**config.mk**
```make
export PLATFORM = sky130hd
export DESIGN_NAME = adc_stream_top
export DESIGN_NICKNAME = d
export VERILOG_FILES = /design/src/hw/adc_stream_pkg.sv /design/src/hw/adc_dummy_source.sv /design/src/hw/axis_fifo.sv /design/src/hw/beat_serializer.sv /design/src/hw/adc_stream_top.sv
export VERILOG_INCLUDE_DIRS = /design/src /design/src/include
export SDC_FILE = /design/constraint.sdc
export NUM_CORES = 1
export LEC_CHECK = 0
export BUFFER_PORTS_ARGS = -buffer_cell sky130_fd_sc_hd__buf_4
export CAP_MARGIN = 20
export CORE_AREA = 2 2 245 344
export CTS_CLUSTER_SIZE = 24
export DETAILED_ROUTE_END_ITERATION = 6
export DIE_AREA = 0 0 247 346
export PLACE_DENSITY = 0.61
export SLEW_MARGIN = 20
export SYNTH_ARGS = -nofsm -noshare
export SYNTH_HDL_FRONTEND = slang
export SYNTH_HIERARCHICAL = 1
export SYNTH_SLANG_ARGS = --single-unit
```
**constraint.sdc**
```tcl
create_clock -name CLK -period 12.9 [get_ports CLK]
set_clock_uncertainty 0.1 [all_clocks]
set_input_delay 0.645 -clock CLK [delete_from_list [all_inputs] [get_ports CLK]]
set_output_delay 0.645 -clock CLK [all_outputs]
set_load 0.02 [all_outputs]
```
**src/include/adc_stream_cfg.svh**
```systemverilog
`ifndef ADC_STREAM_CFG_SVH
`define ADC_STREAM_CFG_SVH

// one beat packs eight words of the capture stream.
`define ADC_BEAT_WIDTH 128
`define ADC_WORD_WIDTH 16

// the ramp sample is left-aligned inside each word.
`define ADC_RES_WIDTH 12

// both depths are powers of two so that the pointers wrap on their own.
`define ADC_BEAT_FIFO_DEPTH 4
`define ADC_SAMPLE_FIFO_DEPTH 16

`endif

```
**src/hw/adc_stream_pkg.sv**
```systemverilog
`default_nettype none

`include "adc_stream_cfg.svh"

package adc_stream_pkg;

  // a full beat as it leaves the source.
  typedef logic [`ADC_BEAT_WIDTH-1:0] beat_t;

  // one serialized word with the sample in its upper bits.
  typedef logic [`ADC_WORD_WIDTH-1:0] word_t;

  typedef logic [`ADC_RES_WIDTH-1:0] sample_t;  // bare ramp value.

  // wrap limit, unsigned. The ramp wraps after reaching twice this value.
  typedef logic [`ADC_RES_WIDTH-1:0] limit_t;

  localparam int WORDS_PER_BEAT = `ADC_BEAT_WIDTH / `ADC_WORD_WIDTH;

endpackage

`default_nettype wire

```
**src/hw/adc_dummy_source.sv**
```systemverilog
`default_nettype none
`timescale 1ns/100ps

`include "adc_stream_cfg.svh"

module adc_dummy_source (
  input  logic                     CLK,
  input  logic                     ARESETN,
  input  adc_stream_pkg::limit_t   count_limit,
  input  logic                     src_ready,
  output adc_stream_pkg::beat_t    src_data,
  output logic                     src_valid
);

  localparam int PAD_WIDTH = `ADC_WORD_WIDTH - `ADC_RES_WIDTH;

  adc_stream_pkg::limit_t  limit_q;
  adc_stream_pkg::sample_t sample_q;
  adc_stream_pkg::word_t   word_val;
  logic                    valid_q;
  logic [`ADC_RES_WIDTH:0] wrap_point;
  logic                    wrap;
  logic                    accept;

  // the limit only follows the input while reset is held.
  always_ff @(posedge CLK) begin
    if (!ARESETN) begin
      limit_q <= count_limit;
    end
  end

  always_ff @(posedge CLK) begin
    if (!ARESETN) begin
      valid_q <= 1'b0;
    end else begin
      valid_q <= 1'b1;  // free running once out of reset.
    end
  end

  assign accept = valid_q && src_ready;

  // twice the limit needs one bit more than the sample itself.
  assign wrap_point = {limit_q, 1'b0};
  assign wrap       = {1'b0, sample_q} >= wrap_point;

  always_ff @(posedge CLK) begin
    if (!ARESETN) begin
      sample_q <= '0;
    end else if (accept) begin
      if (wrap) begin
        sample_q <= '0;
      end else begin
        sample_q <= sample_q + 1'b1;
      end
    end
  end

  // every word of a beat carries the same left-aligned sample.
  assign word_val  = {sample_q, {PAD_WIDTH{1'b0}}};
  assign src_data  = {adc_stream_pkg::WORDS_PER_BEAT{word_val}};
  assign src_valid = valid_q;

endmodule

`default_nettype wire

```
**src/hw/axis_fifo.sv**
```systemverilog
`default_nettype none
`timescale 1ns/100ps

module axis_fifo #(
  parameter type payload_t = logic [7:0],
  parameter int  DEPTH     = 4
) (
  input  logic     CLK,
  input  logic     ARESETN,
  input  payload_t s_data,
  input  logic     s_valid,
  output logic     s_ready,
  output payload_t m_data,
  output logic     m_valid,
  input  logic     m_ready
);

  // DEPTH is a power of two, so the pointers wrap without a compare.
  localparam int AW = (DEPTH > 1) ? $clog2(DEPTH) : 1;
  localparam int CW = $clog2(DEPTH + 1);

  payload_t        mem [DEPTH];
  logic [AW-1:0]   wr_ptr_q;
  logic [AW-1:0]   rd_ptr_q;
  logic [CW-1:0]   count_q;
  logic            full;
  logic            wr_en;
  logic            rd_en;

  assign full    = (count_q == CW'(DEPTH));
  assign m_valid = (count_q != '0);

  // a read frees a slot in the same cycle, so a full FIFO still takes a write.
  assign s_ready = !full || m_ready;

  assign wr_en = s_valid && s_ready;
  assign rd_en = m_valid && m_ready;

  always_ff @(posedge CLK) begin
    if (wr_en) begin
      mem[wr_ptr_q] <= s_data;
    end
  end

  always_ff @(posedge CLK) begin
    if (!ARESETN) begin
      wr_ptr_q <= '0;
      rd_ptr_q <= '0;
    end else begin
      if (wr_en) begin
        wr_ptr_q <= wr_ptr_q + 1'b1;
      end
      if (rd_en) begin
        rd_ptr_q <= rd_ptr_q + 1'b1;
      end
    end
  end

  always_ff @(posedge CLK) begin
    if (!ARESETN) begin
      count_q <= '0;
    end else begin
      case ({wr_en, rd_en})
        2'b10:   count_q <= count_q + 1'b1;
        2'b01:   count_q <= count_q - 1'b1;
        default: count_q <= count_q;  // idle, or both at once.
      endcase
    end
  end

  // show-ahead output: the head entry is always on the bus.
  assign m_data = mem[rd_ptr_q];

endmodule

`default_nettype wire

```
**src/hw/beat_serializer.sv**
```systemverilog
`default_nettype none
`timescale 1ns/100ps

`include "adc_stream_cfg.svh"

module beat_serializer (
  input  logic                    CLK,
  input  logic                    ARESETN,
  input  adc_stream_pkg::beat_t   beat_data,
  input  logic                    beat_valid,
  output logic                    beat_ready,
  output adc_stream_pkg::word_t   ser_data,
  output logic                    ser_valid,
  input  logic                    ser_ready
);

  localparam int IW = $clog2(adc_stream_pkg::WORDS_PER_BEAT);
  localparam logic [IW-1:0] LAST_IDX = IW'(adc_stream_pkg::WORDS_PER_BEAT - 1);

  adc_stream_pkg::beat_t beat_q;
  logic [IW-1:0]         idx_q;
  logic                  valid_q;
  logic                  word_xfer;
  logic                  last_word;
  logic                  take;

  assign word_xfer = valid_q && ser_ready;
  assign last_word = (idx_q == LAST_IDX);

  // a new beat enters while idle, or as the last word leaves.
  assign beat_ready = !valid_q || (word_xfer && last_word);
  assign take       = beat_valid && beat_ready;

  always_ff @(posedge CLK) begin
    if (take) begin
      beat_q <= beat_data;
    end
  end

  always_ff @(posedge CLK) begin
    if (!ARESETN) begin
      valid_q <= 1'b0;
      idx_q   <= '0;
    end else if (take) begin
      valid_q <= 1'b1;
      idx_q   <= '0;  // lowest word goes first.
    end else if (word_xfer) begin
      if (last_word) begin
        valid_q <= 1'b0;  // nothing waiting upstream.
      end
      idx_q <= idx_q + 1'b1;
    end
  end

  assign ser_data  = beat_q[idx_q*`ADC_WORD_WIDTH +: `ADC_WORD_WIDTH];
  assign ser_valid = valid_q;

endmodule

`default_nettype wire

```
**src/hw/adc_stream_top.sv**
```systemverilog
`default_nettype none
`timescale 1ns/100ps

`include "adc_stream_cfg.svh"

module adc_stream_top (
  input  logic                    CLK,
  input  logic                    ARESETN,
  input  adc_stream_pkg::limit_t  count_limit,
  input  logic                    m_axis_tready,
  output adc_stream_pkg::word_t   m_axis_tdata,
  output logic                    m_axis_tvalid
);

  adc_stream_pkg::beat_t src_data;
  logic                  src_valid;
  logic                  src_ready;

  adc_stream_pkg::beat_t beat_data;
  logic                  beat_valid;
  logic                  beat_ready;

  adc_stream_pkg::word_t ser_data;
  logic                  ser_valid;
  logic                  ser_ready;

  adc_dummy_source src0 (
    .CLK         (CLK),
    .ARESETN     (ARESETN),
    .count_limit (count_limit),
    .src_ready   (src_ready),
    .src_data    (src_data),
    .src_valid   (src_valid)
  );

  // a few beats of slack between the ramp and the serializer.
  axis_fifo #(
    .payload_t (adc_stream_pkg::beat_t),
    .DEPTH     (`ADC_BEAT_FIFO_DEPTH)
  ) beat_fifo0 (
    .CLK     (CLK),
    .ARESETN (ARESETN),
    .s_data  (src_data),
    .s_valid (src_valid),
    .s_ready (src_ready),
    .m_data  (beat_data),
    .m_valid (beat_valid),
    .m_ready (beat_ready)
  );

  beat_serializer ser0 (
    .CLK        (CLK),
    .ARESETN    (ARESETN),
    .beat_data  (beat_data),
    .beat_valid (beat_valid),
    .beat_ready (beat_ready),
    .ser_data   (ser_data),
    .ser_valid  (ser_valid),
    .ser_ready  (ser_ready)
  );

  axis_fifo #(
    .payload_t (adc_stream_pkg::word_t),
    .DEPTH     (`ADC_SAMPLE_FIFO_DEPTH)
  ) sample_fifo0 (
    .CLK     (CLK),
    .ARESETN (ARESETN),
    .s_data  (ser_data),
    .s_valid (ser_valid),
    .s_ready (ser_ready),
    .m_data  (m_axis_tdata),
    .m_valid (m_axis_tvalid),
    .m_ready (m_axis_tready)
  );

endmodule

`default_nettype wire

```
==> qor.txt <==
crit start category: register
EDFF count, synth: 908
adder-cell share of the synthesized area: 0.974%
final hold vios: 0
Seq/Total Area, Yosys: 76.6%
placed cells: 2668
Worst Max-Slew Pin Slew: 1.08 ns
Placement Rows: 125
Clock Sinks: 951
Slew HR: 27.7%
top cell type's share of synthesized area: 74.2%
Final min period: 4.28 ns
Setup TNS: 0 ns
Post-CTS Setup Bufs: 0
unrepaired setup endpoints after global routing: no
Ant. Diodes: 0
Mapped Area: 36700 sq um
placed cell area: 37500 sq um
vias in the first global route: 16500
Hold-fix buffers, CTS: 0
largest net degree at the start of global routing: 71
final max-slew violation count: 0
Req. time, crit path: 13.06 ns
Final nets: 1724
IO buf count: 31
clock slew at reported path FFs: 0.06 ns
fraction of registers with async set/reset: 0%
GP Congestion: 0.715
total of max-cap violations: 0
WHS: 0.0729 ns
Synthesis Warnings: 6
Area growth syn-to-layout: 10.1%
share of layout cells above drive strength 1: 25.4%
global-route wire length before repair: 98600 um
final count of negative-setup-slack endpoints: 0
Synth area leader: edfxtp_1
final std cells w/o fill: 2831
Crit. End Element: register
met3 WL: 2220 um
flops & latches, synth: 951
fmax: 234 MHz
wire per inst: 22.7 um
status: completed
period utilisation layout: 33.2%
fraction of the mapped netlist area in compound gates: 1.61%
remaining global-route overflow: 0
xor and xnor area share after synthesis: 0.501%
Met2 Wirelength: 35600 um
DR pass1 iterations: 5
DRC: 0
H-tree depth: 3
synth cell count leaders: edfxtp_1, mux4_2, buf_4
Die Area: 85500 sq um
WL met1: 25200 um
count leader, synth: edfxtp_1
Avg Synthesized Cell Area: 21.9 sq um
Routed WL: 64300 um
starting density of the core: 44.6%
Antenna Nets Post-Route: 0
DIE HEIGHT: 346 um
via-per-instance ratio: 5.38
synth unique cells: 62
post-route cell area: 40400 sq um
CTS Buf Count: 89
die outline width: 247 um
Worst Path Arrival: 4.44 ns
Post-CTS Resized: 0
Post-Synth Simple-Gate Area: 2.15%
crit path max fanout: 61
I/O pin count: 32
Leak Pwr: 13.0 nW
Vias: 15200
Post-DP HPWL: 34200 um
CP Class: reg -> reg
GRT Util Overall: 15.4%
Skew-Pair Late Insertion Delay: 0.64 ns
mux contribution to synthesized area: 14.6%
Top Layer Used: met4
HP Class: in -> reg
total core area: 82400 sq um
CTS root buf: clkbuf_16
Top FF cell, synth: edfxtp_1
initial antenna violation count: 0
PwrDens: 209 nW/um^2
VDD IR max: 130 uV
number of fill cells: 6565
cell count after synthesis: 1675
top post-synthesis cells by area: edfxtp_1, mux4_2, buf_4
largest family of logic cells by synthesized area: multiplexers
Longest Clk Path Bufs: 3
CTS tree: yes
initial drt markers: 1145
registers in the layout, indices dropped and copies added (netlist names), named ones only:
signal	flops
beat_fifo0/count_q	3
ser0/ser_valid	1
src0/sample_q	12
beat_fifo0/rd_ptr_q	2
ser0/beat_q	128
ser0/idx_q	3
sample_fifo0/wr_ptr_q	4
sample_fifo0/count_q	5
sample_fifo0/rd_ptr_q	4
beat_fifo0/wr_ptr_q	2
src0/limit_q	12
sample_fifo0/mem	256
src0/src_valid	1
beat_fifo0/mem	512
critical path: stages (launching register included):
cell     delay, ns
dfxtp_4       0.76
ha_1          0.28
ha_1          0.15
a21bo_2       0.21
or4b_1        0.33
and3_4        0.47
buf_4         0.78
buf_4         0.71
cells by family (layout without fill, tap and decap cells):
family,after synthesis,count (layout)
xor gates and xnor gates,21,21
DFF,951,951
and+or+nand+nor,146,146
adders and majority gates,28,28
AOI/OAI and AO/OA,76,76
muxes,244,244
buffers and inverters,208,254
other,1,32
metal layers:
| metal | up-vias | GRT usage (%) |
|---|---|---|
| met3 | 93 | 2.29 |
| met1 | 8134 | 18.3 |
| met2 | 250 | 28.5 |
| met5 | - | 0 |
| met4 | 0 | 4.78 |
| li1 | 6765 | - |
through the flow:
stage / setup slack (ns) / utilization [%] / power, mW
finish: 8.62 / 49.1 / 8.44
floorplan: 7.74 / - / 5.50
detailed placement: 8.14 / 45.5 / 5.99
global placement: 8.23 / 45.5 / 5.93
global route: 8.29 / 49.1 / 8.80
CTS: 8.09 / 49.0 / 8.56
path summary, 6_finish.rpt:
path                                       start                                   to  slack [ns]  cells past startpoint
min                               count_limit[5]            src0/limit_q[5]$_DFFE_PN_        0.07                      1
max                   ser0/idx_q[1]$_SDFFE_PP0P_      beat_fifo0/mem[2][46]$_DFFE_PP_        8.62                      7
min reg2reg  beat_fifo0/wr_ptr_q[0]$_SDFFE_PN0P_  beat_fifo0/wr_ptr_q[0]$_SDFFE_PN0P_        0.40                      2
max reg2reg           ser0/idx_q[1]$_SDFFE_PP0P_      beat_fifo0/mem[2][46]$_DFFE_PP_        8.62                      7
layout make-up:
cell class              instances  area [sq um]  share of cell area (%)
well taps                    1079          1350                    3.34
clock inverters                47           457                    1.13
flip-flops and latches        951         28200                    69.6
multi-input cells             547          7450                    18.4
inverters                      25          93.8                   0.232
repair buffers                 67           515                    1.27
clock buffers                 115          2420                    5.98
cell usage in the layout (no fill, tap or decap), types with 8 or more instances in the layout:
cell / synthesis / layout
edfxtp_1: 908 / 908
mux4_2: 194 / 194
clkbuf_16: 0 / 91
buf_4: 117 / 66
nand2_1: 38 / 38
a22oi_1: 32 / 32
conb_1: 1 / 32
mux4_1: 30 / 30
dfxtp_1: 43 / 29
ha_1: 27 / 27
inv_1: 25 / 25
and2_1: 25 / 22
clkbuf_1: 30 / 19
clkinv_2: 0 / 16
nand3_1: 16 / 16
mux2_2: 16 / 16
clkinv_1: 0 / 14
nor2_1: 15 / 14
xnor2_1: 13 / 13
a21oi_1: 11 / 11
dfxtp_2: 0 / 10
xor2_1: 8 / 8
power by group:
part           switching, mW  internal [mW]
sequential             0.174           4.10
clock                   1.10           1.47
combinational          0.906          0.692
total                   2.18           6.26
Power figures use the tool's default switching activity.
